## config.mk

```make
export PLATFORM = sky130hd
export DESIGN_NAME = mem_chip_rsp_mux
export DESIGN_NICKNAME = d
export VERILOG_FILES = /design/src/logic/mem_chip_cfg_pkg.sv /design/src/logic/mem_chip_addr_pkg.sv /design/src/logic/mem_chip_rsp_mux.sv
export SDC_FILE = /design/constraint.sdc
export NUM_CORES = 1
export LEC_CHECK = 0
export ABC_CLOCK_PERIOD_IN_PS = 1200
export BUFFER_PORTS_ARGS = -buffer_cell sky130_fd_sc_hd__buf_2
export CAP_MARGIN = 10
export CORE_AREA = 2 2 102 104
export CTS_CLUSTER_DIAMETER = 100
export DETAILED_ROUTE_END_ITERATION = 8
export DIE_AREA = 0 0 104 106
export GPL_ROUTABILITY_DRIVEN = 0
export PLACE_DENSITY = 0.72
export REMOVE_ABC_BUFFERS = 1
export SLEW_MARGIN = 20
export SYNTH_ARGS = -nofsm -noshare
export SYNTH_HDL_FRONTEND = slang
export SYNTH_SLANG_ARGS = --single-unit
export TNS_END_PERCENT = 5
```

## constraint.sdc

```tcl
create_clock -name clk_i -period 1.2 [get_ports clk_i]
set_clock_uncertainty 0.15 [all_clocks]
set_input_delay 0.06 -clock clk_i [delete_from_list [all_inputs] [get_ports clk_i]]
set_output_delay 0.06 -clock clk_i [all_outputs]
set_load 0.05 [all_outputs]
```

## src/logic/mem_chip_cfg_pkg.sv

```systemverilog
// Memory chip configuration
// Datapath widths, memory sizes and clock-division reset values

`default_nettype none

package mem_chip_cfg_pkg;

  // Request datapath
  localparam int unsigned AddrWidth   = 48;
  localparam int unsigned ChipIdWidth = 8;
  localparam int unsigned DataWidth   = 64;
  localparam int unsigned StrbWidth   = 8;

  // Memory sizes in bytes
  localparam int unsigned NarrowSpmBytes = 32'h8000;
  localparam int unsigned WideSramBytes  = 32'h10000;

  // Clock-division register page
  localparam int unsigned NumClkDivs  = 5;
  localparam int unsigned ClkDivWidth = 8;

  // Entry 0 divides the SRAM clock, the rest run undivided
  localparam logic [NumClkDivs-1:0][ClkDivWidth-1:0] ClkDivDefault = {
    8'd1, 8'd1, 8'd1, 8'd1, 8'd4
  };

endpackage

`default_nettype wire

```

## src/logic/mem_chip_addr_pkg.sv

```systemverilog
// Memory chip address map
// Local window bases, target codes and the two views of a local offset

`default_nettype none

package mem_chip_addr_pkg;

  // Offset below the chip field
  localparam int unsigned LocalWidth = 40;

  //////////////////////////////
  // Address map
  //////////////////////////////

  localparam logic [LocalWidth-1:0] NarrowSpmBase   = 40'h00_7000_0000;
  localparam logic [LocalWidth-1:0] WideSramBase    = 40'h00_8000_0000;
  localparam logic [LocalWidth-1:0] ClkDivBase      = 40'h00_0200_5000;
  localparam logic [LocalWidth-1:0] ClkDivPageBytes = 40'h00_0000_1000;

  // Response targets
  localparam logic [1:0] TgtNarrow = 2'd0;
  localparam logic [1:0] TgtWide   = 2'd1;
  localparam logic [1:0] TgtRegs   = 2'd2;
  localparam logic [1:0] TgtNone   = 2'd3;

  //////////////////////////////
  // Local offset views
  //////////////////////////////

  typedef struct packed {
    logic [LocalWidth-4:0] word;
    logic [2:0]            byte_off;
  } mem_view_t;

  // 4 KiB page, 64-bit registers
  typedef struct packed {
    logic [LocalWidth-13:0] page;
    logic [8:0]             reg_idx;
    logic [2:0]             byte_off;
  } reg_view_t;

  typedef union packed {
    mem_view_t mem;
    reg_view_t regs;
  } local_offset_t;

endpackage

`default_nettype wire

```

## src/logic/mem_chip_rsp_mux.sv

```systemverilog
// Response stage of the memory chip
// Aligns the target code with the registered read data and builds the response

`timescale 1ns/1ns
`default_nettype none

module mem_chip_rsp_mux (
  input  logic                                   clk_i,
  input  logic                                   rst_ni,
  input  logic                                   local_vld_i,
  input  logic [1:0]                             tgt_i,
  input  logic [mem_chip_cfg_pkg::DataWidth-1:0] narrow_rdata_i,
  input  logic [mem_chip_cfg_pkg::DataWidth-1:0] wide_rdata_i,
  input  logic [mem_chip_cfg_pkg::DataWidth-1:0] regs_rdata_i,
  input  logic                                   regs_err_i,
  input  logic                                   we_i,
  output logic                                   rsp_valid_o,
  output logic                                   rsp_err_o,
  output logic [mem_chip_cfg_pkg::DataWidth-1:0] rsp_rdata_o
);

  logic       valid_q;
  logic [1:0] tgt_q;
  logic       we_q;

  always_ff @(posedge clk_i) begin
    if (!rst_ni) begin
      valid_q <= 1'b0;
    end else begin
      valid_q <= local_vld_i;
    end
  end

  always_ff @(posedge clk_i) begin
    if (local_vld_i) begin
      tgt_q <= tgt_i;
      we_q  <= we_i;
    end
  end

  // Unmapped offsets and bad register indices answer with an error
  assign rsp_valid_o = valid_q;
  assign rsp_err_o   = valid_q && ((tgt_q == mem_chip_addr_pkg::TgtNone) ||
                                   ((tgt_q == mem_chip_addr_pkg::TgtRegs) && regs_err_i));

  always_comb begin
    rsp_rdata_o = '0;
    if (valid_q && !we_q) begin
      case (tgt_q)
        mem_chip_addr_pkg::TgtNarrow: rsp_rdata_o = narrow_rdata_i;
        mem_chip_addr_pkg::TgtWide:   rsp_rdata_o = wide_rdata_i;
        mem_chip_addr_pkg::TgtRegs:   rsp_rdata_o = regs_rdata_i;
        default:                      rsp_rdata_o = '0;
      endcase
    end
  end

endmodule

`default_nettype wire

```

# [After elaboration in Yosys (flattened, before gate mapping)]
# Cells that the tools add are included.
# Widths: inputs -> output; s select.
[word_totals] inputBits=199 out_inout_bits=66 register_bits=4
[classes] n_eq_ne=3 muxes=2 n_reduce_logical=6
[ops] cell="$pmux 64 s3" n=1
[ops] cell="$mux 64" n=1
[ops] cell="$eq 2x2->1 const B" n=2
[ops] cell="$logic_and 1x1->1" n=3
[ops] cell="$eq 2x1->1 const B" n=1
[ops] cell="$logic_not 2->1" n=1
[ops] cell="$logic_not 1->1" n=1
[ops] cell="$logic_or 1x1->1" n=1

# [Longest topological paths before layout]
[logic_depth] word_depth=4 mapped_depth=6 ltp_nobuf=3

# [Worst setup path before layout]
# Ideal clock, no wire load.
[synth_timing] kind="register to output" startpoint="register valid_q (netlist: rsp_valid_o)" endpoint="output rsp_rdata_o[10] (netlist name)" path_slack_ns=-0.772 t_arrival_ns=1.762 path_buffers=2 stages_incl_launch_ff=5 path_cell_list="dfxtp_1 > nand3b_1 > buf_6 > buf_6 > a211oi_2"
[synth_via] elab_chain_cells=2
[synth_lines] element="from (decl)" line_no="mem_chip_rsp_mux.sv:22" text="logic valid_q;"
[synth_lines] element="from (signal assigned)" line_no="mem_chip_rsp_mux.sv:30" text="valid_q <= local_vld_i;"
[synth_lines] element="$logic_and 1x1->1" line_no="mem_chip_rsp_mux.sv:48" text="if (valid_q && !we_q) begin"
[synth_lines] element="$mux 64" line_no="mem_chip_rsp_mux.sv:48"
[synth_lines] element="to (decl)" line_no="mem_chip_rsp_mux.sv:19" text="output logic [mem_chip_cfg_pkg::DataWidth-1:0] rsp_rdata_o"
# Every way passes these cells.

# [Final worst setup path]
[layout_timing] startpoint="register tgt_q[1]" endpoint="output rsp_rdata_o[38] (netlist name)"
[layout_via] elab_chain_cells=3 word_cells_on_any_way=5 cone_classes="eq/ne: 2; mux: 2; reduce/logical: 1"
[layout_lines] element="from (decl)" line_no="mem_chip_rsp_mux.sv:23" text="logic [1:0] tgt_q;"
[layout_lines] element="from (signal assigned)" line_no="mem_chip_rsp_mux.sv:36" text="tgt_q <= tgt_i;"
[layout_lines] element="$eq 2x2->1, or another cell as far along" line_no="mem_chip_rsp_mux.sv:49" text="case (tgt_q)"
[layout_lines] element="$pmux 64 s3 (*)" line_no="mem_chip_rsp_mux.sv:49"
[layout_lines] element="$mux 64 (*)" line_no="mem_chip_rsp_mux.sv:48"
# Every way passes the cells marked *; elsewhere a longest branch is shown, timed or not.

==> metrics.cfg <==
[critical_path]
crit_path_max_fanout=33
cp_data_required_time_ps=990
path_class=reg2out
crit_arrival_ps=1730
cp-endpoint=rsp_rdata_o[38]
end_kind=output port
cp-start-kind=flip-flop
crit_start=tgt_q[1]

[clock_network]
clk_path_buf_depth=2
tritoncts=built
cts.clk_slew.worst_paths_ps=40
root_buffer=clkbuf_8
htreeDepth=1
cts_setup_buffers=0
clkSinkCount=4
cts_buffers=3

[global_routing]
grt_pass1_vias=3532
track_usage_pct=17.7
grt_max_degree=45
grt_first_pass_wirelength_um=16400
antenna_found_initial=0
grt_overflow_total=0

[finish]
fin_nets=789
antenna_cells=0
area_delta_synth_final_pct=86.5
final_area_um2=4890
drive_gt1_share_pct=72.8
fin_util_pct=48.9
multi_input_area_um2=2330
seq_area_um2=110
fill_cells=958
final_cells=725

[timing]
grt_setup_unrepaired=true
hold_viol=0
slew_headroom_pct=73.7
finalCritPeriodShare_pct=162
worst_pin_slew_ps=395
setup_viol=65
timing.fmax_ghz=0.515
worst_slack_ps=-742
slew_viol_final=0
final.min_clock_period_ps=1940
whs_ps=347

[yosys]
ys_dominant_reg_cell=edfxtp_1
async_flop_share_pct=0
synth_top_area_cell=a211oi_2
yosysMostFrequentCell=a211oi_2
synth_top_area_share_pct=40.1
syn_inst=306
synth_cell_type_count=16
synth_seq_cells=4
synth_edf_count=3
syn_area_um2=2620
synth_area_leaders=a211oi_2 40%, nand2b_1 15%, nor2b_1 15%
ys_warn_count=0
avgSynthCellArea_um2=8.56
netlist_top_cells_count=84 x a211oi_2, 64 x nand2b_1, 64 x nor2b_1
yosysSeqAreaShare_pct=4.20

[route]
num_vias=3490
firstDrtPassIters=4
first_iter_violations=198
wl_um=10600
drcViolationCount=0
ant_nets=0
wl_per_cell_um=14.7
viasPerCell=4.81

[min_path]
hold_path_class=in2out

[pwr]
power.leakage_uw=0.00208
p_per_area_nw_per_um2=479
peakVddDrop_uv=431

[floorplan]
die-height_um=106
ios=265
initial_core_util_pct=26.2
coreArea_um2=10000
rows=37
dieWidth_um=104
die_area_um2=11000

[flow_run]
drv_cap=0

[placed_design]
placed_cell_area_um2=4260
port_buffers=264
dp_slack_ps=-542
place_inst=716
dp_hpwl_um=7950

[run_status]
violations=setup timing
status=finished with violations

## cells in the final DEF (no fill, tap or decap)
master / instances
buf_12: 5
buf_4: 46
a211oi_4: 2
nor2b_2: 15
nand2_1: 1
nor2b_4: 3
nand3b_1: 1
dlygate4sd3_1: 5
o211a_1: 1
dfxtp_1: 1
clkbuf_1: 1
a211oi_1: 37
clkbuf_8: 3
buf_2: 199
edfxtp_1: 3
and2_1: 1
nor2b_1: 46
buf_6: 66
a211oi_2: 89
nand2b_4: 1
nand2b_1: 63
## repair_timing
item | CTS | global route
endpoints found under the hold margin | 7 | 0
setup endpoints to repair | 65 | 65
hold buffers | 5 | 0
pin swaps | 24 | 29
gates cloned | 0 | 0
resized for setup | 145 | 17
## cells by family (layout without fill, tap and decap cells)
kind of cell / count (synthesis) / in the layout / synth area share [%]
buffers and inverters: 42 / 325 / 11.5
DFF: 4 / 4 / 4.20
and+or+nand+nor: 131 / 131 / 31.2
AOI/OAI and AO/OA: 129 / 129 / 53.1
## registers in the layout, summed over array words and instances, names as in the netlist
register	count
rsp_valid_o	1
tgt_q	2
we_q	1
## per-stage QoR
stage	TNS, ps	power (µW)
after global routing	-46130	2490
final	-40760	2340
after detailed placement	-30320	1840
after global placement	-28320	1790
after CTS	-41080	2300
after floorplan	-341760	1180
## routing by layer
layer / global-route usage [%] / vias to the layer above / routed length [µm]
met5: 0 / - / 0
met4: 4.34 / 0 / 172
met3: 2.27 / 18 / 580
met2: 37.5 / 160 / 6070
met1: 18.0 / 1603 / 3820
li1: - / 1709 / -
## worst min path at each step
stage                           from         endpoint  slack (ps)  depth (start not counted)
floorplan                   tgt_i[0]         tgt_q[0]           9                          0
global placement            tgt_i[0]         tgt_q[0]          90                          1
detailed placement          tgt_i[0]         tgt_q[0]          90                          1
CTS                  wide_rdata_i[5]   rsp_rdata_o[5]         350                          4
global route         wide_rdata_i[0]   rsp_rdata_o[0]         360                          4
finish              wide_rdata_i[25]  rsp_rdata_o[25]         350                          4
## cell type report
cell class | instances | area share, %
multi-input cells | 260 | 47.6
repair buffers | 321 | 45.7
well taps | 136 | 3.48
flip-flops and latches | 4 | 2.25
clock buffers | 4 | 0.922
## worst max-delay path, cell delays in order (launching register included)
cell and delay [ps]:
edfxtp_1 380, buf_12 210, buf_12 200, buf_4 140, a211oi_2 60, a211oi_2 290, buf_6 210
## power by group
group / total (µW) / internal (µW) / switching [µW]
logic: 1870 / 862 / 1010
registers: 167 / 161 / 6.40
clock network: 303 / 227 / 75.7
total: 2340 / 1250 / 1090
No activity file was read; power rests on OpenSTA's default activity.
