File: src/logic/mem_chip_cfg_pkg.sv
// Memory chip configuration
// Datapath widths, memory sizes and clock-division reset values

`default_nettype none

package mem_chip_cfg_pkg;

  // Request datapath
  localparam int unsigned AddrWidth   = 48;
  localparam int unsigned ChipIdWidth = 8;
  localparam int unsigned DataWidth   = 64;
  localparam int unsigned StrbWidth   = 8;

  // Memory sizes in bytes
  localparam int unsigned NarrowSpmBytes = 32'h8000;
  localparam int unsigned WideSramBytes  = 32'h10000;

  // Clock-division register page
  localparam int unsigned NumClkDivs  = 5;
  localparam int unsigned ClkDivWidth = 8;

  // Entry 0 divides the SRAM clock, the rest run undivided
  localparam logic [NumClkDivs-1:0][ClkDivWidth-1:0] ClkDivDefault = {
    8'd1, 8'd1, 8'd1, 8'd1, 8'd4
  };

endpackage

`default_nettype wire

File: src/logic/mem_chip_clk_div_regs.sv
// Clock-division register page
// Five division values, a written zero is kept as one

`timescale 1ns/1ns
`default_nettype none

module mem_chip_clk_div_regs (
  input  logic                                   clk_i,
  input  logic                                   rst_ni,
  input  logic                                   valid_i,
  input  logic                                   we_i,
  input  logic [8:0]                             reg_idx_i,
  input  logic [mem_chip_cfg_pkg::DataWidth-1:0] wdata_i,
  input  logic [mem_chip_cfg_pkg::StrbWidth-1:0] be_i,
  output logic [mem_chip_cfg_pkg::DataWidth-1:0] rdata_o,
  output logic                                   err_o
);

  logic [mem_chip_cfg_pkg::NumClkDivs-1:0][mem_chip_cfg_pkg::ClkDivWidth-1:0] div_q;
  logic [mem_chip_cfg_pkg::ClkDivWidth-1:0] sel_div;
  logic [mem_chip_cfg_pkg::ClkDivWidth-1:0] wr_val;
  logic [mem_chip_cfg_pkg::DataWidth-1:0]   rdata_q;
  logic                                     idx_ok;
  logic                                     err_q;

  assign idx_ok = reg_idx_i < 9'(mem_chip_cfg_pkg::NumClkDivs);
  assign wr_val = (wdata_i[mem_chip_cfg_pkg::ClkDivWidth-1:0] == '0) ?
                  mem_chip_cfg_pkg::ClkDivWidth'(1) :
                  wdata_i[mem_chip_cfg_pkg::ClkDivWidth-1:0];

  always_comb begin
    sel_div = '0;
    for (int i = 0; i < mem_chip_cfg_pkg::NumClkDivs; i++) begin
      if (reg_idx_i == 9'(i)) begin
        sel_div = div_q[i];
      end
    end
  end

  // Unknown indices match no entry
  always_ff @(posedge clk_i) begin
    if (!rst_ni) begin
      div_q <= mem_chip_cfg_pkg::ClkDivDefault;
      err_q <= 1'b0;
    end else begin
      err_q <= valid_i && !idx_ok;
      if (valid_i && we_i && be_i[0]) begin
        for (int i = 0; i < mem_chip_cfg_pkg::NumClkDivs; i++) begin
          if (reg_idx_i == 9'(i)) begin
            div_q[i] <= wr_val;
          end
        end
      end
    end
  end

  always_ff @(posedge clk_i) begin
    if (valid_i) begin
      rdata_q <= mem_chip_cfg_pkg::DataWidth'(sel_div);
    end
  end

  assign rdata_o = err_q ? '0 : rdata_q;
  assign err_o   = err_q;

endmodule

`default_nettype wire

File: config.mk
export PLATFORM = sky130hd
export DESIGN_NAME = mem_chip_clk_div_regs
export DESIGN_NICKNAME = d
export VERILOG_FILES = /design/src/logic/mem_chip_cfg_pkg.sv /design/src/logic/mem_chip_clk_div_regs.sv
export SDC_FILE = /design/constraint.sdc
export NUM_CORES = 1
export LEC_CHECK = 0
export ABC_AREA = 1
export BUFFER_PORTS_ARGS = -buffer_cell sky130_fd_sc_hd__buf_2
export CELL_PAD_IN_SITES_DETAIL_PLACEMENT = 1
export CELL_PAD_IN_SITES_GLOBAL_PLACEMENT = 2
export CORE_MARGIN = 3
export CORE_UTILIZATION = 23
export CTS_CLUSTER_DIAMETER = 60
export CTS_CLUSTER_SIZE = 14
export DETAILED_ROUTE_END_ITERATION = 10
export PLACE_DENSITY_LB_ADDON = 0.12
export SYNTH_ARGS = -nofsm -noshare
export SYNTH_HDL_FRONTEND = slang
export SYNTH_SLANG_ARGS = --single-unit
File: constraint.sdc
create_clock -name clk_i -period 1.7 [get_ports clk_i]
set_input_delay 0.085 -clock clk_i [delete_from_list [all_inputs] [get_ports clk_i]]
set_output_delay 0.085 -clock clk_i [all_outputs]
set_load 0.01 [all_outputs]
== Yosys cells after proc, flatten, opt, wreduce, memory -nomap -nowiden ==
Index checks and enable logic that the tools add are counted.

* Shift-type cells: 0
* Add/sub/neg operators: 0
* Eq/ne operators: 4
* Order comparisons: 1
* Bitwise gates (word level): 0
* Div/mod/pow operators: 0
* $mul: 0
* Reduce and logical (&&, ||, !) cells: 11
* Mux-type cells: 7

{| class="wikitable"
|+ Operators with widths
! operator !! number
|-
| $mux W8 || 7
|-
| $eq A9 B2 Y1 const B || 2
|-
| $reduce_and A2 Y1 || 5
|-
| $eq A9 B1 Y1 const B || 1
|-
| $eq A9 B3 Y1 const B || 1
|-
| $logic_not A9 Y1 || 1
|-
| $lt A9 B3 Y1 const B || 1
|-
| $logic_not A8 Y1 || 1
|-
| $logic_and A1 B1 Y1 || 3
|-
| $logic_not A1 Y1 || 1
|}

* Word-level logic and storage cells: 30
* Memories kept: 0
* Memory bits (writable): 0
* Input bits: 85
* Latch bits: 0
* Output and inout bits: 65
* Bits in read-only memories: 0
* Flip-flop bits (word level): 49

== Longest topological paths before layout ==
Gate-level depths: netlist (run 1).

* Depth after elaboration: 6
* Mapped depth: 12
* Gate-level depth less buffers: 11

== Least setup slack after synthesis (run 1) ==
Ideal clock, no wire load.

* Path kind: input port to flip-flop
* Start point: in reg_idx_i[7]
* End point: reg rdata_q[1] (netlist bit), data pin
* Path slack: 0.499 ns
* Data required time: 1.448 ns
* Buffers on the path: 0
* Stages: 8
* Setup time: 0.252 ns
* Arrival time: 0.949 ns
* Cells stage by stage: nor2_2 nand2_2 nor2_4 nand2_1 o21ai_0 inv_1 nand2_1 nand2_1

* Cells in the longest elaborated chain, start to end: 6
* Elaborated cells on any way between the ends: 10
* Classes of those cells: eq/ne: 4; mux: 5; reduce/logical: 1

{| class="wikitable"
|+ RTL lines
! item !! line !! source
|-
| start: declaration || mem_chip_clk_div_regs.sv:12 || <nowiki>input logic [8:0] reg_idx_i,</nowiki>
|-
| $logic_not A9 Y1 || mem_chip_clk_div_regs.sv:34 || <nowiki>if (reg_idx_i == 9'(i)) begin</nowiki>
|-
| $mux W8 (4 in a row) || mem_chip_clk_div_regs.sv:34 ||
|-
| $mux W8 (*) || mem_chip_clk_div_regs.sv:34 ||
|-
| via sel_div, one bit || mem_chip_clk_div_regs.sv:20 || <nowiki>logic [mem_chip_cfg_pkg::ClkDivWidth-1:0] sel_div;</nowiki>
|-
| end signal: assignment || mem_chip_clk_div_regs.sv:59 || <nowiki>rdata_q <= mem_chip_cfg_pkg::DataWidth'(sel_div);</nowiki>
|-
| end: declaration || mem_chip_clk_div_regs.sv:22 || <nowiki>logic [mem_chip_cfg_pkg::DataWidth-1:0] rdata_q;</nowiki>
|}

The timed path passes the listed nets; every way through them passes the cells marked *.
A chain may end at the register's enable or synchronous reset.

== Final worst setup path (run 1) ==
* Start point: in reg_idx_i[7]
* End point: reg rdata_q[5] (netlist bit), data pin

The elaborated chain is that of the path after synthesis.

==> results of run 1 <==
[cell type report]
cell class | instances | area [sq um] | share of cell area [%]
Clock buffer | 5 | 125 | 4.12
Clock inverter | 3 | 17.5 | 0.577
Inverter | 41 | 156 | 5.15
Multi-Input combinational cell | 266 | 1240 | 40.9
Sequential cell | 49 | 1060 | 35.0
Tap cell | 143 | 179 | 5.90
Timing Repair Buffer | 44 | 255 | 8.41
[through the flow]
stage | hold WS [ns] | utilization [%] | cells | worst slack (ns) | cell area (sq um)
after floorplan | 0.197 | - | 422 | 0.499 | 2950
after global placement | 0.322 | 25.1 | 543 | 0.110 | 2890
after detailed placement | 0.335 | 25.1 | 543 | 0.103 | 2890
after CTS | 0.0353 | 26.3 | 551 | 0.405 | 3030
after global routing | 0.0388 | 26.3 | 551 | 0.203 | 3030
final | 0.0356 | 26.3 | 551 | 0.420 | 3030
[sequential cells by signal (all words and copies together), names as in the netlist]
| register | count |
|---|---|
| err_o | 1 |
| div_q | 40 |
| rdata_q | 8 |
[where the power goes]
group	switching (mW)	internal (mW)	leakage, nW
clock network	0.451	0.541	0.0712
registers	0.00519	1.19	0.411
logic	0.163	0.0564	0.946
total	0.619	1.78	1.43
[per-layer routing]
layer / share of wire [%] / track usage [%]
met3: 3.6 / 1.63
met5: 0 / 0
met2: 47 / 19.1
met4: 0.97 / 2.82
met1: 49 / 15.2
[path summary, 6_finish.rpt]
check,from,end,slack (ns),cells past startpoint
setup / recovery,reg_idx_i[7],rdata_q[5],0.42,10
hold / removal,wdata_i[5],div_q[37],0.04,3
setup reg to reg,div_q[4],rdata_q[4],0.60,4
hold reg to reg,div_q[32],div_q[32],0.46,2
[logic make-up (layout without fill, tap and decap cells)]
group	Yosys count	count (layout)	share of synthesized area [%]
simple gates	134	134	22.6
buf+inv	107	93	23.6
compound gates	76	76	14.9
flops	49	49	38.7
other cells	1	56	0.137
[cell usage in the layout, fill, tap and decap left out]
| master | instances |
|---|---|
| nor2_4 | 5 |
| clkinv_1 | 1 |
| inv_1 | 33 |
| o21ai_0 | 25 |
| nor4_1 | 1 |
| nand2_1 | 60 |
| nor2_1 | 33 |
| clkinv_4 | 1 |
| nor2_2 | 4 |
| a21oi_1 | 27 |
| o21ai_1 | 14 |
| inv_2 | 6 |
| nand3_1 | 17 |
| buf_4 | 14 |
| buf_2 | 30 |
| nand3_2 | 4 |
| o21bai_1 | 1 |
| dfxtp_1 | 41 |
| conb_1 | 56 |
| nand2_2 | 5 |
| o211ai_1 | 4 |
| nor3_1 | 3 |
| a21oi_2 | 3 |
| a211oi_1 | 2 |
| edfxtp_1 | 8 |
| clkinv_2 | 3 |
| clkbuf_16 | 5 |
| nand4_1 | 2 |
[worst max-delay path: stages]
cell	delay, ns
buf_2	0.10
nor2_2	0.14
nand2_2	0.08
buf_4	0.16
nor2_4	0.08
nand2_1	0.20
o21ai_0	0.22
inv_1	0.06
nand2_1	0.08
nand2_1	0.08
==> summary.md, run 1 <==
| Metric | Value |
|---|---|
| First-pass GRT wire length | 11500 um |
| Area leader, netlist | dfxtp_1 |
| Layout cells sized above 1 | 19.6% |
| IO buf count | 30 |
| Vias/cell | 4.07 |
| Layout area overhead | 10.6% |
| GRT Total Usage | 11.3% |
| Reg clk slew, reported paths | 0.07 ns |
| WL per Instance | 13.7 um |
| Post_cts resized | 0 |
| Post-synth top flop | dfxtp_1 |
| Worst setup EP type | flop |
| WL final | 7530 um |
| CP Data Arrival Time | 1.31 ns |
| Post-synth ARST share | 0% |
| Grt ovf | 0 |
| Final hold vios | 0 |
| CTS tree | built |
| Tot Pwr | 2.40 mW |
| Max-slew violations | 0 |
| Layout Nets | 492 |
| Setup_tns | 0 ns |
| Flops & latches, synth | 49 |
| Clk Tree Root Cell | clkbuf_16 |
| DRC | 0 |
| Synth Warn # | 0 |
| Max-cap viol count | 0 |
| Via count | 2244 |
| Syn Area/Cell | 7.47 sq um |
| Worst Setup Start Kind | input pin |
| Most frequent cell after synthesis | nand2_1 |
| Ports | 150 |
| Largest fanout on the critical path | 7 |
| Largest net degree at the start of global routing | 21 |
| Post-synth EDFFs | 8 |
| Post-CTS Hold Fix Bufs | 0 |
| Leakage | 1.43 nW |
| Worst-Skew Late Latency | 0.29 ns |
| H-tree depth | 2 |
| Mapped Cells | 367 |
| Initial antenna violation count | 0 |
| Setup repair bufs after CTS | 0 |
| Worst Setup Path Type | input pin to flop |
| DP Wirelength | 6000 um |
| Min-delay worst type | input pin to flop |
| ANT cells | 0 |
| Minimum clock period | 1.28 ns |
| CTS Sinks | 49 |
| DRT Pass-1 Iters | 4 |
| Post-route ant nets | 0 |
| Die H | 115 um |
| Core area | 11500 sq um |
| RSZ-0062 raised after global routing | no |
| Number of distinct library cells after synthesis | 27 |
| Worst VDD drop | 0.000423 V |
| Top cell type's share of synthesized area | 29.9% |
| Vias in the first global route | 2136 |
| # fillers | 1449 |
| Most frequent cells after synthesis | 60 x nand2_1, 57 x buf_4, 41 x dfxtp_1 |
| Max frequency | 0.782 GHz |
| DRT iter0 DRCs | 69 |
| Register area share after synthesis | 38.7% |
| CTS max path bufs | 2 |
| Clock Skew | 0.00338 ns |
| Starting Density | 23.8% |
| RePlAce Congestion | 0.722 |
| Inserted Clock Buffers | 5 |
| Cell Rows | 39 |
| Number of setup violations in the final report | 0 |
| Outcome | finished clean |
| CP required | 1.73 ns |
| Die width | 115 um |
| Synth top area cells | dfxtp_1 30%, buf_4 16%, edfxtp_1 8.8%, nand2_1 8.2%, a21oi_1 4.9% |
| Die ar. | 13300 sq um |
| Final period util | 75.3% |
| Pwr Density | 792 nW/um^2 |
| Cell Area, Synth | 2740 sq um |
(Power assumes the default switching activity.)
==> inputs of run 2 (changes only) <==
--- a/config.mk
+++ b/config.mk
@@ -5,7 +5,7 @@
 export SDC_FILE = /design/constraint.sdc
 export NUM_CORES = 1
 export LEC_CHECK = 0
-export ABC_AREA = 1
+export ABC_AREA = 0
 export BUFFER_PORTS_ARGS = -buffer_cell sky130_fd_sc_hd__buf_2
 export CELL_PAD_IN_SITES_DETAIL_PLACEMENT = 1
 export CELL_PAD_IN_SITES_GLOBAL_PLACEMENT = 2
==> constraint.sdc (replaced) <==
create_clock -name clk_i -period 1.1 [get_ports clk_i]
set_input_delay 0.055 -clock clk_i [delete_from_list [all_inputs] [get_ports clk_i]]
set_output_delay 0.055 -clock clk_i [all_outputs]
set_load 0.01 [all_outputs]
==> summary.md, run 2 <==
| Metric | Value |
|---|---|
| Vias in the first global route | 1860 |
| Final hold vios | 0 |
| ANT cells | 0 |
| Grt ovf | 0 |
| Post-synthesis compound-gate area fraction | 5.49% |
| Clock Skew | 0.00374 ns |
| Most frequent cells after synthesis | 56 x buf_4, 46 x nor2b_1, 41 x dfxtp_1, 41 x mux2i_1, 11 x nor2_1 |
| DRC | 0 |
| Cell Rows | 39 |
| Pwr Density | 1180 nW/um^2 |
| Leakage | 1.59 nW |
| Synth top area cells | dfxtp_1 30%, buf_4 15%, mux2i_1 15%, nor2b_1 10%, edfxtp_1 8.7% |
| Cell Area, Synth | 2760 sq um |
| Core area | 11600 sq um |
| Commonest cells after routing, fill and taps aside | 56 x conb_1, 46 x nor2b_1, 41 x mux2i_1 |
| CP Data Arrival Time | 1.32 ns |
| Fin cells | 477 |
| Post-synthesis mux area share | 18.1% |
| Ports | 150 |
| Starting Density | 23.9% |
| Most common cell after layout, fill and taps aside | conb_1 |
| Finished layout cell area | 3390 sq um |
| DRT iter0 DRCs | 57 |
| Area leader, netlist | dfxtp_1 |
| IO buf count | 30 |
| Max frequency | 0.785 GHz |
| Main combinational cell family by area after synthesis | simple AND/OR/NAND/NOR gates |
| Largest net degree at the start of global routing | 42 |
| First-pass GRT wire length | 10600 um |
| Max-cap viol count | 0 |
| Setup repair bufs after CTS | 0 |
| Initial antenna violation count | 0 |
| Register area share after synthesis | 38.4% |
| Via count | 1916 |
| Layout area overhead | 22.8% |
| Inst Count DP | 469 |
| RSZ-0062 raised after global routing | yes |
| Post-Place Cell Area | 3100 sq um |
| Tot Pwr | 3.99 mW |
| Simple-gate share of the synthesized area | 19.7% |
| Syn Area/Cell | 10.0 sq um |
| Min-delay worst type | input pin to flop |
| Clk Tree Root Cell | clkbuf_16 |
| Worst Setup Start Kind | flop |
| Post-route ant nets | 0 |
| Layout Nets | 418 |
| DRT Pass-1 Iters | 4 |
| GRT Total Usage | 10.4% |
| Die width | 116 um |
| CTS max path bufs | 2 |
| Outcome | finished, violations left |
| XOR/XNOR Fraction of Synth Area | 0% |
| Top cell type's share of synthesized area | 29.7% |
| Post-synth ARST share | 0% |
| CP required | 1.14 ns |
| Adder-cell share of the synthesized area | 0% |
| Minimum clock period | 1.27 ns |
| Max FFs per register | 40 |
| Worst VDD drop | 0.000634 V |
| Worst setup EP type | flop |
| Layout cells sized above 1 | 29.6% |
| Inserted Clock Buffers | 5 |
| Top reg by flops | div_q |
| Post-route setup slack | -0.175 ns |
| Largest fanout on the critical path | 2 |
| CTS tree | built |
| DP Wirelength | 5190 um |
| Vias/cell | 4.02 |
| Mapped Cells | 276 |
| WL final | 6860 um |
| H-tree depth | 2 |
| Max-slew violations | 0 |
| Worst-Skew Late Latency | 0.28 ns |
| Post-synth EDFFs | 8 |
| Reg clk slew, reported paths | 0.07 ns |
| WL per Instance | 14.4 um |
| CTS Sinks | 49 |
| Worst Setup Path Type | flop to flop |
| Synth Warn # | 0 |
| Die ar. | 13400 sq um |
| Post-synth top flop | dfxtp_1 |
| Final period util | 116% |
| Number of distinct library cells after synthesis | 34 |
| Flops & latches, synth | 49 |
| Die H | 116 um |
| RePlAce Congestion | 0.712 |
| Number of setup violations in the final report | 4 |
| Failing checks | negative setup slack |
| Most frequent cell after synthesis | buf_4 |
run 2: changes by cell type after synthesis, sizes merged, moves of 21 or more:
cell / previous run / this run
nand2: 65 / 7
inv: 39 / 5
mux2i: 0 / 41
a21oi: 30 / 6
nand3: 21 / 0
nor2: 42 / 12
nor2b: 0 / 46
o21ai: 39 / 4
run 2: cells by family after synthesis:
kind of cell           Yosys count
and+or+nand+nor                 85
DFF                             49
AOI/OAI and AO/OA               22
muxes                           45
other                            1
buffers and inverters           74
run 2: layout make-up:
| cell class | count | area (sq um) |
|---|---|---|
| tap | 143 | 179 |
| sequential | 49 | 1070 |
| inverter | 5 | 18.8 |
| multi-input combinational | 208 | 1490 |
| clock buffer | 8 | 168 |
| timing repair buffer | 64 | 472 |
| fill | 1357 | 8170 |
run 2: final timing paths:
check / cells after the start / end / slack [ns] / start
max: 3 / rdata_q[4] / -0.17 / div_q[28]
min: 3 / div_q[19] / 0.14 / wdata_i[3]
max reg2reg: 3 / rdata_q[4] / -0.17 / div_q[28]
min reg2reg: 2 / div_q[8] / 0.49 / div_q[8]
run 2: critical path, cell delays in order (launching register included):
cell and delay [ns]:
dfxtp_2 0.32, mux4_2 0.47, a22oi_2 0.18, nor2_1 0.05
run 2: per-layer routing:
layer	track usage (%)	vias to the layer above	routed length, um
met5	0	-	0
met4	2.58	0	75
met3	1.78	6	299
met2	15.6	62	3040
met1	15.4	906	3450
li1	-	942	-
run 2: metrics by stage:
stage | TNS [ns] | utilization (%) | hold WS (ns) | setup slack (ns)
after global placement | -12.43 | 26.8 | 0.444 | -0.304
after global routing | -1.00 | 29.3 | 0.154 | -0.203
after floorplan | -6.42 | - | 0.167 | -0.189
after CTS | -0.639 | 28.5 | 0.140 | -0.163
after detailed placement | -13.53 | 26.8 | 0.440 | -0.313
final | -0.609 | 29.3 | 0.140 | -0.175
run 2: timing repair:
item / CTS / global route
pin swaps: 1 / 8
endpoints found under the setup margin: 20 / 38
gates resized for setup: 8 / 22
hold buffers: 0 / 0
run 2: where the power goes:
part | internal (mW) | leakage, nW | total [mW] | switching [mW]
clock | 1.05 | 0.0823 | 1.70 | 0.656
combinational | 0.169 | 1.09 | 0.451 | 0.282
sequential | 1.83 | 0.415 | 1.84 | 0.00706
