==> config.mk <==
export PLATFORM = sky130hd
export DESIGN_NAME = mem_chip_addr_decode
export DESIGN_NICKNAME = d
export VERILOG_FILES = /design/src/logic/mem_chip_cfg_pkg.sv /design/src/logic/mem_chip_addr_pkg.sv /design/src/logic/mem_chip_addr_decode.sv
export SDC_FILE = /design/constraint.sdc
export NUM_CORES = 1
export LEC_CHECK = 0
export BUFFER_PORTS_ARGS = -buffer_cell sky130_fd_sc_hd__clkbuf_2
export CORE_AREA = 2 2 137 139
export CTS_BUF_LIST = sky130_fd_sc_hd__clkbuf_8
export DETAILED_ROUTE_END_ITERATION = 16
export DIE_AREA = 0 0 139 141
export GPL_TIMING_DRIVEN = 0
export MAX_ROUTING_LAYER = met4
export PLACE_DENSITY = 0.6
export SLEW_MARGIN = 5
export SYNTH_ARGS = -nofsm -noshare
export SYNTH_HDL_FRONTEND = slang
export SYNTH_SLANG_ARGS = --single-unit
==> constraint.sdc <==
create_clock -name clk_i -period 4.7 [get_ports clk_i]
set_input_delay 1.41 -clock clk_i [delete_from_list [all_inputs] [get_ports clk_i]]
set_output_delay 1.41 -clock clk_i [all_outputs]
set_load 0.05 [all_outputs]
==> src/logic/mem_chip_cfg_pkg.sv <==
// Memory chip configuration
// Datapath widths, memory sizes and clock-division reset values

`default_nettype none

package mem_chip_cfg_pkg;

  // Request datapath
  localparam int unsigned AddrWidth   = 48;
  localparam int unsigned ChipIdWidth = 8;
  localparam int unsigned DataWidth   = 64;
  localparam int unsigned StrbWidth   = 8;

  // Memory sizes in bytes
  localparam int unsigned NarrowSpmBytes = 32'h8000;
  localparam int unsigned WideSramBytes  = 32'h10000;

  // Clock-division register page
  localparam int unsigned NumClkDivs  = 5;
  localparam int unsigned ClkDivWidth = 8;

  // Entry 0 divides the SRAM clock, the rest run undivided
  localparam logic [NumClkDivs-1:0][ClkDivWidth-1:0] ClkDivDefault = {
    8'd1, 8'd1, 8'd1, 8'd1, 8'd4
  };

endpackage

`default_nettype wire

==> src/logic/mem_chip_addr_pkg.sv <==
// Memory chip address map
// Local window bases, target codes and the two views of a local offset

`default_nettype none

package mem_chip_addr_pkg;

  // Offset below the chip field
  localparam int unsigned LocalWidth = 40;

  //////////////////////////////
  // Address map
  //////////////////////////////

  localparam logic [LocalWidth-1:0] NarrowSpmBase   = 40'h00_7000_0000;
  localparam logic [LocalWidth-1:0] WideSramBase    = 40'h00_8000_0000;
  localparam logic [LocalWidth-1:0] ClkDivBase      = 40'h00_0200_5000;
  localparam logic [LocalWidth-1:0] ClkDivPageBytes = 40'h00_0000_1000;

  // Response targets
  localparam logic [1:0] TgtNarrow = 2'd0;
  localparam logic [1:0] TgtWide   = 2'd1;
  localparam logic [1:0] TgtRegs   = 2'd2;
  localparam logic [1:0] TgtNone   = 2'd3;

  //////////////////////////////
  // Local offset views
  //////////////////////////////

  typedef struct packed {
    logic [LocalWidth-4:0] word;
    logic [2:0]            byte_off;
  } mem_view_t;

  // 4 KiB page, 64-bit registers
  typedef struct packed {
    logic [LocalWidth-13:0] page;
    logic [8:0]             reg_idx;
    logic [2:0]             byte_off;
  } reg_view_t;

  typedef union packed {
    mem_view_t mem;
    reg_view_t regs;
  } local_offset_t;

endpackage

`default_nettype wire

==> src/logic/mem_chip_addr_decode.sv <==
// Request decoder of the memory chip
// Captures the chip ID in reset, forwards remote requests to the die-to-die
// port and steers local requests to the scratchpad, the SRAM or the registers

`timescale 1ns/1ns
`default_nettype none

module mem_chip_addr_decode (
  input  logic                                     clk_i,
  input  logic                                     rst_ni,
  input  logic [mem_chip_cfg_pkg::ChipIdWidth-1:0] chip_id_i,
  input  logic                                     req_valid_i,
  input  logic                                     req_we_i,
  input  logic [mem_chip_cfg_pkg::AddrWidth-1:0]   req_addr_i,
  input  logic [mem_chip_cfg_pkg::DataWidth-1:0]   req_wdata_i,
  input  logic [mem_chip_cfg_pkg::StrbWidth-1:0]   req_strb_i,
  output logic                                     narrow_req_o,
  output logic                                     wide_req_o,
  output logic                                     regs_req_o,
  output logic                                     we_o,
  output logic [12:0]                              word_idx_o,
  output logic [8:0]                               reg_idx_o,
  output logic [mem_chip_cfg_pkg::DataWidth-1:0]   wdata_o,
  output logic [mem_chip_cfg_pkg::StrbWidth-1:0]   strb_o,
  output logic                                     local_vld_o,
  output logic [1:0]                               tgt_o,
  output logic                                     d2d_valid_o,
  output logic                                     d2d_we_o,
  output logic [mem_chip_cfg_pkg::AddrWidth-1:0]   d2d_addr_o,
  output logic [mem_chip_cfg_pkg::DataWidth-1:0]   d2d_wdata_o,
  output logic [mem_chip_cfg_pkg::StrbWidth-1:0]   d2d_strb_o
);

  logic [mem_chip_cfg_pkg::ChipIdWidth-1:0] chip_id_q;
  mem_chip_addr_pkg::local_offset_t         local_off;
  logic                                     is_local;
  logic [1:0]                               tgt_d;
  logic narrow_q, wide_q, regs_q, local_q, d2d_q;
  logic                                     we_q;
  logic [12:0]                              word_idx_q;
  logic [8:0]                               reg_idx_q;
  logic [mem_chip_cfg_pkg::DataWidth-1:0]   wdata_q;
  logic [mem_chip_cfg_pkg::StrbWidth-1:0]   strb_q;
  logic [1:0]                               tgt_q;
  logic [mem_chip_cfg_pkg::AddrWidth-1:0]   addr_q;

  function automatic logic in_window(input logic [39:0] off, input logic [39:0] base,
                                     input logic [39:0] size);
    return (off >= base) && (off < base + size);
  endfunction

  // Chip ID follows the pins while reset is held
  always_ff @(posedge clk_i) begin
    if (!rst_ni) begin
      chip_id_q <= chip_id_i;
    end
  end

  assign local_off = req_addr_i[mem_chip_addr_pkg::LocalWidth-1:0];
  assign is_local  = req_addr_i[mem_chip_cfg_pkg::AddrWidth-1 -:
                                mem_chip_cfg_pkg::ChipIdWidth] == chip_id_q;

  always_comb begin
    if (in_window(local_off, mem_chip_addr_pkg::NarrowSpmBase,
                  40'(mem_chip_cfg_pkg::NarrowSpmBytes))) begin
      tgt_d = mem_chip_addr_pkg::TgtNarrow;
    end else if (in_window(local_off, mem_chip_addr_pkg::WideSramBase,
                           40'(mem_chip_cfg_pkg::WideSramBytes))) begin
      tgt_d = mem_chip_addr_pkg::TgtWide;
    end else if (in_window(local_off, mem_chip_addr_pkg::ClkDivBase,
                           mem_chip_addr_pkg::ClkDivPageBytes)) begin
      tgt_d = mem_chip_addr_pkg::TgtRegs;
    end else begin
      tgt_d = mem_chip_addr_pkg::TgtNone;
    end
  end

  //////////////////////////////
  // Request register
  //////////////////////////////

  always_ff @(posedge clk_i) begin
    if (!rst_ni) begin
      narrow_q <= 1'b0;
      wide_q   <= 1'b0;
      regs_q   <= 1'b0;
      local_q  <= 1'b0;
      d2d_q    <= 1'b0;
    end else begin
      narrow_q <= req_valid_i && is_local && (tgt_d == mem_chip_addr_pkg::TgtNarrow);
      wide_q   <= req_valid_i && is_local && (tgt_d == mem_chip_addr_pkg::TgtWide);
      regs_q   <= req_valid_i && is_local && (tgt_d == mem_chip_addr_pkg::TgtRegs);
      local_q  <= req_valid_i && is_local;
      d2d_q    <= req_valid_i && !is_local;
    end
  end

  // Payload is shared by the local targets and the die-to-die port
  always_ff @(posedge clk_i) begin
    if (req_valid_i) begin
      we_q       <= req_we_i;
      word_idx_q <= local_off.mem.word[12:0];
      reg_idx_q  <= local_off.regs.reg_idx;
      wdata_q    <= req_wdata_i;
      strb_q     <= req_strb_i;
      tgt_q      <= tgt_d;
      addr_q     <= req_addr_i;
    end
  end

  assign narrow_req_o = narrow_q;
  assign wide_req_o   = wide_q;
  assign regs_req_o   = regs_q;
  assign local_vld_o  = local_q;
  assign we_o         = we_q;
  assign word_idx_o   = word_idx_q;
  assign reg_idx_o    = reg_idx_q;
  assign wdata_o      = wdata_q;
  assign strb_o       = strb_q;
  assign tgt_o        = tgt_q;
  assign d2d_valid_o  = d2d_q;
  assign d2d_we_o     = we_q;
  assign d2d_addr_o   = addr_q;
  assign d2d_wdata_o  = wdata_q;
  assign d2d_strb_o   = strb_q;

endmodule

`default_nettype wire

Word level (Yosys, flattened, before mapping)

Cells that the tools add are included.

Output and inout bits: 223
Register bits: 158
Input port bits: 132

Magnitude comparators: 6
Equality and inequality tests: 3
Mux-type cells: 3
Reduce and logical (&&, ||, !) cells: 10

Operator list:

| cell                 | count |
|---|---|
| $ge 40x26->1 const B | 1 |
| $ge 40x31->1 const B | 1 |
| $ge 40x32->1 const B | 1 |
| $lt 40x26->1 const B | 1 |
| $lt 40x31->1 const B | 1 |
| $lt 40x32->1 const B | 1 |
| $eq 8x8->1           | 1 |
| $logic_and 1x1->1    | 8 |
| $mux 2               | 2 |
| $eq 2x1->1 const B   | 1 |
| $eq 2x2->1 const B   | 1 |
| $logic_not 2->1      | 1 |
| $logic_not 1->1      | 1 |
| $mux 1               | 1 |

Depth between registers and ports, before layout

Gate-level depths: netlist of run 1.

Depth in word-level cells: 7
Depth in mapped cells: 4

Least setup slack after synthesis of run 1

No wires, ideal clock.

Kind: in2reg
Start: in req_addr_i[20] in the netlist's numbering
End: reg tgt_q[1], in the netlist tgt_o[1], data pin
Cell stages on the path: 4
Path buffers: 0
Arrival: 2.465 ns
Required time: 4.441 ns
Slack: 1.976 ns
Path through: nor4_1 > nand4_1 > or4_4 > a211o_2

Longest elaborated chain between the ends: 4
Elaborated cells on any way between the ends: 8
Those cells by class: 4 x order compare; 2 x mux; 2 x reduce/logical

Ends and longest elaborated chain:

| item                                         | line                        | source |
|---|---|---|
| start: declaration                           | mem_chip_addr_decode.sv:14  | `input logic [mem_chip_cfg_pkg::AddrWidth-1:0] req_addr_i,` |
| $ge 40x32->1 or $lt 40x32->1 (tied branches) | mem_chip_addr_decode.sv:49  | `return (off >= base) && (off < base + size);` |
| $logic_and 1x1->1                            | mem_chip_addr_decode.sv:49  |  |
| $mux 2                                       | mem_chip_addr_decode.sv:67  | `end else if (in_window(local_off, mem_chip_addr_pkg::WideSramBase,` |
| $mux 2 *                                     | mem_chip_addr_decode.sv:64  | `if (in_window(local_off, mem_chip_addr_pkg::NarrowSpmBase,` |
| named net tgt_d[1]                           | mem_chip_addr_decode.sv:37  | `logic [1:0] tgt_d;` |
| end signal: assignment                       | mem_chip_addr_decode.sv:106 | `tgt_q <= tgt_d;` |
| end: declaration                             | mem_chip_addr_decode.sv:44  | `logic [1:0] tgt_q;` |

Mark *: on every way through the listed nets, which the timed path passes. The rest lies on a longest branch.
A chain may end at the register's enable or synchronous reset.

Worst setup path in the final report of run 1

Start: reg word_idx_q[2], in the netlist word_idx_o[2]
End: out word_idx_o[2]

RTL lines:

| item                     | line                        | source |
|---|---|---|
| start: declaration       | mem_chip_addr_decode.sv:40  | `logic [12:0] word_idx_q;` |
| start signal: assignment | mem_chip_addr_decode.sv:102 | `word_idx_q <= local_off.mem.word[12:0];` |
| end: declaration         | mem_chip_addr_decode.sv:21  | `output logic [12:0] word_idx_o,` |

No word-level cell between the ends.

==> results.txt, run 1 <==
----------------------------------------------------
[Logic synthesis]
  Synth top area share ... 78.6%
  Dominant cell by count in the synthesized netlist ... edfxtp_1
  Top flip-flop cell by instance count after synthesis ... edfxtp_1
  Simple-gate area share of the yosys netlist ... 3.18%
  Number of different library cells in the post-synthesis netlist ... 18
  Compound-gate portion of the synthesized area ... 0.450%
  Synthesized netlist cell count ... around 270
  Fraction of synthesis flops using an asynchronous set or reset pin ... 0%
  Average size of a mapped cell ... between 15 and 20 µm²
  Share of the synthesized netlist area taken by xor and xnor gates ... 1.40%
  Multiplexer share of the synthesized area ... 0%
  Post-Syn Area ... approximately 0.0050 mm²
  Adder and majority gate portion of the synthesized area ... 0%
  Part of the Yosys area used for sequential elements ... 80.6%
  Number of synthesis warnings ... 0
  Largest family of logic cells by synthesized area ... buffers and inverters
  #FFs+latches synth ... 136
  Area leader, netlist ... edfxtp_1
  Most frequent cells after synthesis ... 131 x edfxtp_1, 95 x buf_4, 8 x xor2_1
  Number of enable-type register cells in the synthesized netlist ... 131
  Main area contributors after synthesis ... edfxtp_1 79%, buf_4 14%, dfxtp_1 2.0%
  Number of nets produced by synthesis ... 399

[Global routing]
  Global-route wire length before repair ... 18.9 mm
  Number of antenna violations at the first check in global routing ... 0
  Vias in the first global route ... 3473
  Grt total ovfl ... 0
  Largest net degree at the start of global routing ... between 60 and 70
  Gr usage total ... 13.2%

[Floorplan]
  Initial Util ... 27.4%
  Die width ... 139 µm
  Io pins ... 355
  Core Region ... 0.0183 mm²
  Die outline area ... about 0.020 mm²
  Row cnt ... 50
  Die Ht ... 141 µm

[Worst setup path]
  Crit Path Max Fanout ... 3
  CP required ... between 3000 and 4000 ps
  Critical path start-end classification ... flip-flop to primary output
  Largest delay contributor family on the critical path ... flip-flops
  Cells along the critical path ... buf_4 > clkbuf_2
  Crit path buf inv count ... 2
  Longest individual stage delay on the worst path ... 450 ps
  Cell with the largest stage delay on the worst path ... edfxtp_1
  Sort of element at the end of the critical path ... primary output
  Slack of the worst reg-to-reg path ... 3060 ps
  CP arrival ... 1290 ps
  Startpoint class of the critical path ... flip-flop

[Power]
  Cell Int Power ... 2.18 mW
  Share of total power in sequential cells ... between 40% and 50%
  Static leakage ... 3.55 nW
  Worst voltage drop across the vdd grid ... 0.000254 V
  Switching power ... ~1.2 mW
  Net Sw Frac ... 35.2%
  Power consumption ... roughly 3.4 mW
  Part of the total power dissipated in the clock network ... 30.5%
  Power share of the combinational group ... 25.5%
  Areal power density over the cells ... 447 mW/mm²

[STA]
  Count of final setup violators ... 0
  Tightest slew margin relative to the limit ... approximately 64%
  Setup skew after layout ... 3.71 ps
  Crit share post-route ... between 50 and 60%
  Number of max-slew violations in the final report ... 0
  Actual transition at the worst max-transition pin ... between 500 and 600 ps
  Hold Fails Final Rpt ... 0
  Clock period minus final worst setup slack ... 2700 ps
  Unrepaired setup endpoints after global routing ... no
  Maximum clock frequency ... 0.371 GHz
  Worst hold margin ... 713 ps
  Sum of negative setup slack ... 0 ps

[Clock tree]
  # Post-CTS Setup Buffers ... 0
  Cts bufs inserted ... 17
  TritonCTS clock tree ... yes
  Clock-pin transition on the worst setup and hold timing paths ... about 80 ps
  Number of levels the H-tree was split into ... 4
  Cell at the root of the clock tree ... clkbuf_8
  Total of cells resized after clock tree synthesis ... 0
  Maximum clock path buffer count ... 2
  Count of hold buffers inserted by post-cts repair ... 0
  Clk_lat worst skew ... 430 ps
  Number of clock sinks ... around 140

[Drt]
  Final routed wire length divided by cell count ... 14.6 µm
  Initial DRT Pass Iterations ... 6
  Vias per inst ... 3.90
  Remaining antenna violation count ... 0
  Count of routing violations after the opening detailed-route iteration ... 94
  Total wirelength of the detailed-routed design ... around 13 mm
  Remaining design rule violation count ... 0
  Via count ... 3465

[Layout]
  Area growth syn-to-layout ... 50.5%
  Proportion of layout cells with a drive suffix above 1 ... around three quarters
  Diode insertion count for antenna repair ... 0
  Final layout net count ... approximately 770
  Final instance count without filler cells ... between 800 and 900

[Placed design]
  IO buf count ... 354
  Placed cell count ... 856
  Global placer's final weighted congestion ... roughly 0.76
  Hpwl dp ... 10.3 mm

[Run status]
  Run status ... finished clean

[Job]
  Max-Cap Viols ... 0

[Hold path]
  Kind of path behind the tightest hold check ... flip-flop to flip-flop

----------------------------------------------------
## routing by layer
layer / GRT usage, % / wire, µm
met1: 15.0 / 5180
met2: 21.9 / 6640
met3: 5.33 / 1060
met4: 3.51 / 91
met5: - / 0
## registers in the layout (all words and copies together) (netlist names)
name,count
chip_id_q,8
d2d_addr_o,36
d2d_strb_o,8
d2d_valid_o,1
d2d_wdata_o,64
d2d_we_o,1
local_vld_o,1
narrow_req_o,1
regs_req_o,1
tgt_o,2
wide_req_o,1
word_idx_o,12
## layout by cell type, fill, tap and decap left out, types with 2 or more instances in the layout
cell,instances
clkbuf_8,18
inv_8,2
nand2_1,3
edfxtp_1,131
clkinvlp_4,3
clkbuf_2,353
inv_6,4
bufinv_16,3
nor2_1,3
nand3_1,2
nand4_1,2
nor4_2,3
dfxtp_1,5
xor2_1,8
nor4_1,7
clkinv_4,2
buf_4,95
## per-stage QoR
step                      setup WS, ps  cell area (µm²)  utilization (%)
after global routing              1890             7530             41.2
after global placement           -50.6             7070             38.7
after floorplan                   1980             5000                -
after CTS                         1930             7530             41.2
after detailed placement          1560             7100             38.9
final                             2000             7530             41.2
## cell type report
class / instances / area [µm²]
clock inverters: 15 / 191
well taps: 234 / 293
repair buffers: 355 / 1810
multi-input cells: 35 / 251
plain buffers: 95 / 713
flip-flops and latches: 136 / 4030
inverters: 1 / 3.75
clock buffers: 17 / 234
fillers: 1761 / 10700
## worst register-to-register path, cell delays in order, from the launching register on
cell	delay, ps
edfxtp_1	390
xor2_1	170
nor4_1	440
nand2_1	220
nor4_1	320
## logic make-up (layout without fill, tap and decap cells)
kind of cell    after synthesis  after routing
compound gates                3              3
flops                       136            136
xor+xnor                      8              8
buf+inv                      96            483
simple gates                 24             24
## worst paths after layout
check | start | to | depth (start not counted)
min | chip_id_q[4]$_DFFE_PN_ | d2d_valid_o$_SDFF_PN0_ | 3
min reg2reg | chip_id_q[4]$_DFFE_PN_ | d2d_valid_o$_SDFF_PN0_ | 3
max reg2reg | chip_id_q[7]$_DFFE_PN_ | narrow_req_o$_SDFF_PN0_ | 4
max | word_idx_o[2]$_DFFE_PP_ | word_idx_o[2] | 2
## power by group through the flow
stage,Clock (mW),Combinational (mW),Sequential [mW]
global route,1.12,0.887,1.49
detailed placement,0,0.863,1.51
global placement,0,0.855,1.51
finish,1.02,0.857,1.48
CTS,1.07,0.864,1.48
floorplan,0,0.333,1.80
Note: power is estimated with default switching activity, not from simulation.
==> run 2: changes to the inputs <==
- PLACE_DENSITY: 0.6 -> 0.62
- clock period: 4.7 -> 2.39 ns (I/O delays scaled with it)
==> run 2 against run 1 <==
Net effect: clock power rose by 80%; register-to-register slack worse by 2200 ps; power is 92% higher; sequential cell count stayed put; via count is 1.3% lower; clock skew grew 6.6 ps; largest cell class unchanged.
==> results.txt, run 2 (synthesis results as in run 1) <==
----------------------------------------------------
[Placed design]
  Hpwl dp ... 10.6 mm
  Global placer's final weighted congestion ... 0.759
  IO buf count ... ~350
  Placed cell count ... around 860

[Drt]
  Via count ... 3420
  Total wirelength of the detailed-routed design ... about 13 mm
  Vias per inst ... 3.86
  Final routed wire length divided by cell count ... 14.9 µm
  Count of routing violations after the opening detailed-route iteration ... 139
  Remaining antenna violation count ... 0
  Initial DRT Pass Iterations ... 4
  Remaining design rule violation count ... 0

[Layout]
  Final Util ... 41.0%
  Diode insertion count for antenna repair ... 0
  Area growth syn-to-layout ... 49.6%
  Proportion of layout cells with a drive suffix above 1 ... 74.4%
  Number of flip-flops in the largest register ... 64
  Final layout net count ... 773
  Fill cells ... 1743
  Most common cell after layout, fill and taps aside ... clkbuf_2
  Final instance count without filler cells ... 887
  Commonest cells after routing, fill and taps aside ... 353 x clkbuf_2, 131 x edfxtp_1, 95 x buf_4, 18 x clkbuf_8, 8 x xor2_1

[Power]
  Static leakage ... 3.53 nW
  Areal power density over the cells ... 861 mW/mm²
  Power consumption ... 6.45 mW
  Worst voltage drop across the vdd grid ... approximately 0.00041 V

[STA]
  Crit share post-route ... 84.9%
  Setup skew after layout ... 10.3 ps
  Tightest slew margin relative to the limit ... 64.3%
  Hold Fails Final Rpt ... 0
  Unrepaired setup endpoints after global routing ... no
  Clock period minus final worst setup slack ... 2030 ps
  Worst hold margin ... 458 ps
  Actual transition at the worst max-transition pin ... 535 ps
  Count of final setup violators ... 0
  Maximum clock frequency ... 0.493 GHz
  Number of max-slew violations in the final report ... 0

[Floorplan]
  Die Ht ... 141 µm
  Core Region ... between 0.015 and 0.02 mm²
  Initial Util ... 27.4%
  Die outline area ... 0.0196 mm²
  Row cnt ... 50
  Die width ... around 140 µm
  Io pins ... 355

[Clock tree]
  TritonCTS clock tree ... yes
  Maximum clock path buffer count ... 2
  Cts bufs inserted ... 17
  Total of cells resized after clock tree synthesis ... 0
  Number of levels the H-tree was split into ... 4
  Cell at the root of the clock tree ... clkbuf_8
  Clk_lat worst skew ... 430 ps
  Clock-pin transition on the worst setup and hold timing paths ... about 90 ps
  Number of clock sinks ... 136
  # Post-CTS Setup Buffers ... 0
  Count of hold buffers inserted by post-cts repair ... 0

[Worst setup path]
  CP arrival ... 1310 ps
  Crit path buf inv count ... 2
  CP required ... 1670 ps
  Longest individual stage delay on the worst path ... 490 ps
  Sort of element at the end of the critical path ... primary output
  Cells along the critical path ... buf_4 > clkbuf_2
  Startpoint class of the critical path ... flip-flop
  Slack of the worst reg-to-reg path ... 820 ps
  Largest delay contributor family on the critical path ... flip-flops
  Critical path start-end classification ... flip-flop to primary output
  Crit Path Max Fanout ... 2
  Cell with the largest stage delay on the worst path ... edfxtp_1

[Run status]
  Run status ... finished clean

[Global routing]
  Vias in the first global route ... roughly 3400
  Number of antenna violations at the first check in global routing ... 0
  Global-route wire length before repair ... ~19 mm
  Largest net degree at the start of global routing ... between 60 and 70
  Gr usage total ... 13.3%
  Grt total ovfl ... 0

[Hold path]
  Kind of path behind the tightest hold check ... primary input to flip-flop

[Job]
  Max-Cap Viols ... 0

----------------------------------------------------
[run 2: changes by cell type in the layout (fill, tap and decap cells not counted), sizes merged]
cell / previous run / this run
clkinv: 3 / 6
inv: 7 / 4
bufinv: 3 / 2
[run 2: worst paths after layout]
path / from / endpoint / cells past startpoint
setup / recovery: d2d_wdata_o[45]$_DFFE_PP_ / wdata_o[45] / 2
hold / removal: req_wdata_i[39] / d2d_wdata_o[39]$_DFFE_PP_ / 1
setup reg to reg: chip_id_q[7]$_DFFE_PN_ / wide_req_o$_SDFF_PN0_ / 4
hold reg to reg: chip_id_q[4]$_DFFE_PN_ / d2d_valid_o$_SDFF_PN0_ / 3
[run 2: cell type report]
| cell class | instances | area [µm²] | share of cell area [%] |
|---|---|---|---|
| flip-flops and latches | 136 | 4030 | 53.9 |
| repair buffers | 355 | 1810 | 24.2 |
| plain buffers | 95 | 713 | 9.53 |
| well taps | 234 | 293 | 3.91 |
| multi-input cells | 35 | 251 | 3.36 |
| clock buffers | 17 | 234 | 3.13 |
| clock inverters | 14 | 149 | 1.99 |
| inverters | 1 | 3.75 | 0.0501 |
[run 2: layer usage]
metal / global-route usage, % / part of all wire, % / routed length, µm / vias up
li1: - / - / - / 1632
met1: 15.4 / 39 / 5210 / 1581
met2: 21.1 / 50 / 6560 / 197
met3: 5.81 / 10 / 1340 / 10
met4: 3.83 / 1.0 / 138 / 0
met5: - / 0 / 0 / -
[run 2: through the flow]
| stage | setup TNS, ps | area, µm² | setup slack, ps |
|---|---|---|---|
| detailed placement | -22.6 | 7100 | -22.6 |
| finish | 0 | 7490 | 361 |
| global placement | -139410 | 7070 | -1750 |
| CTS | 0 | 7490 | 316 |
| global route | 0 | 7490 | 314 |
| floorplan | 0 | 5000 | 359 |
[run 2: power breakdown]
group	total [mW]	switching, mW	internal (mW)
clock	1.84	0.916	0.927
sequential	2.91	0.0977	2.82
combinational	1.69	1.28	0.415
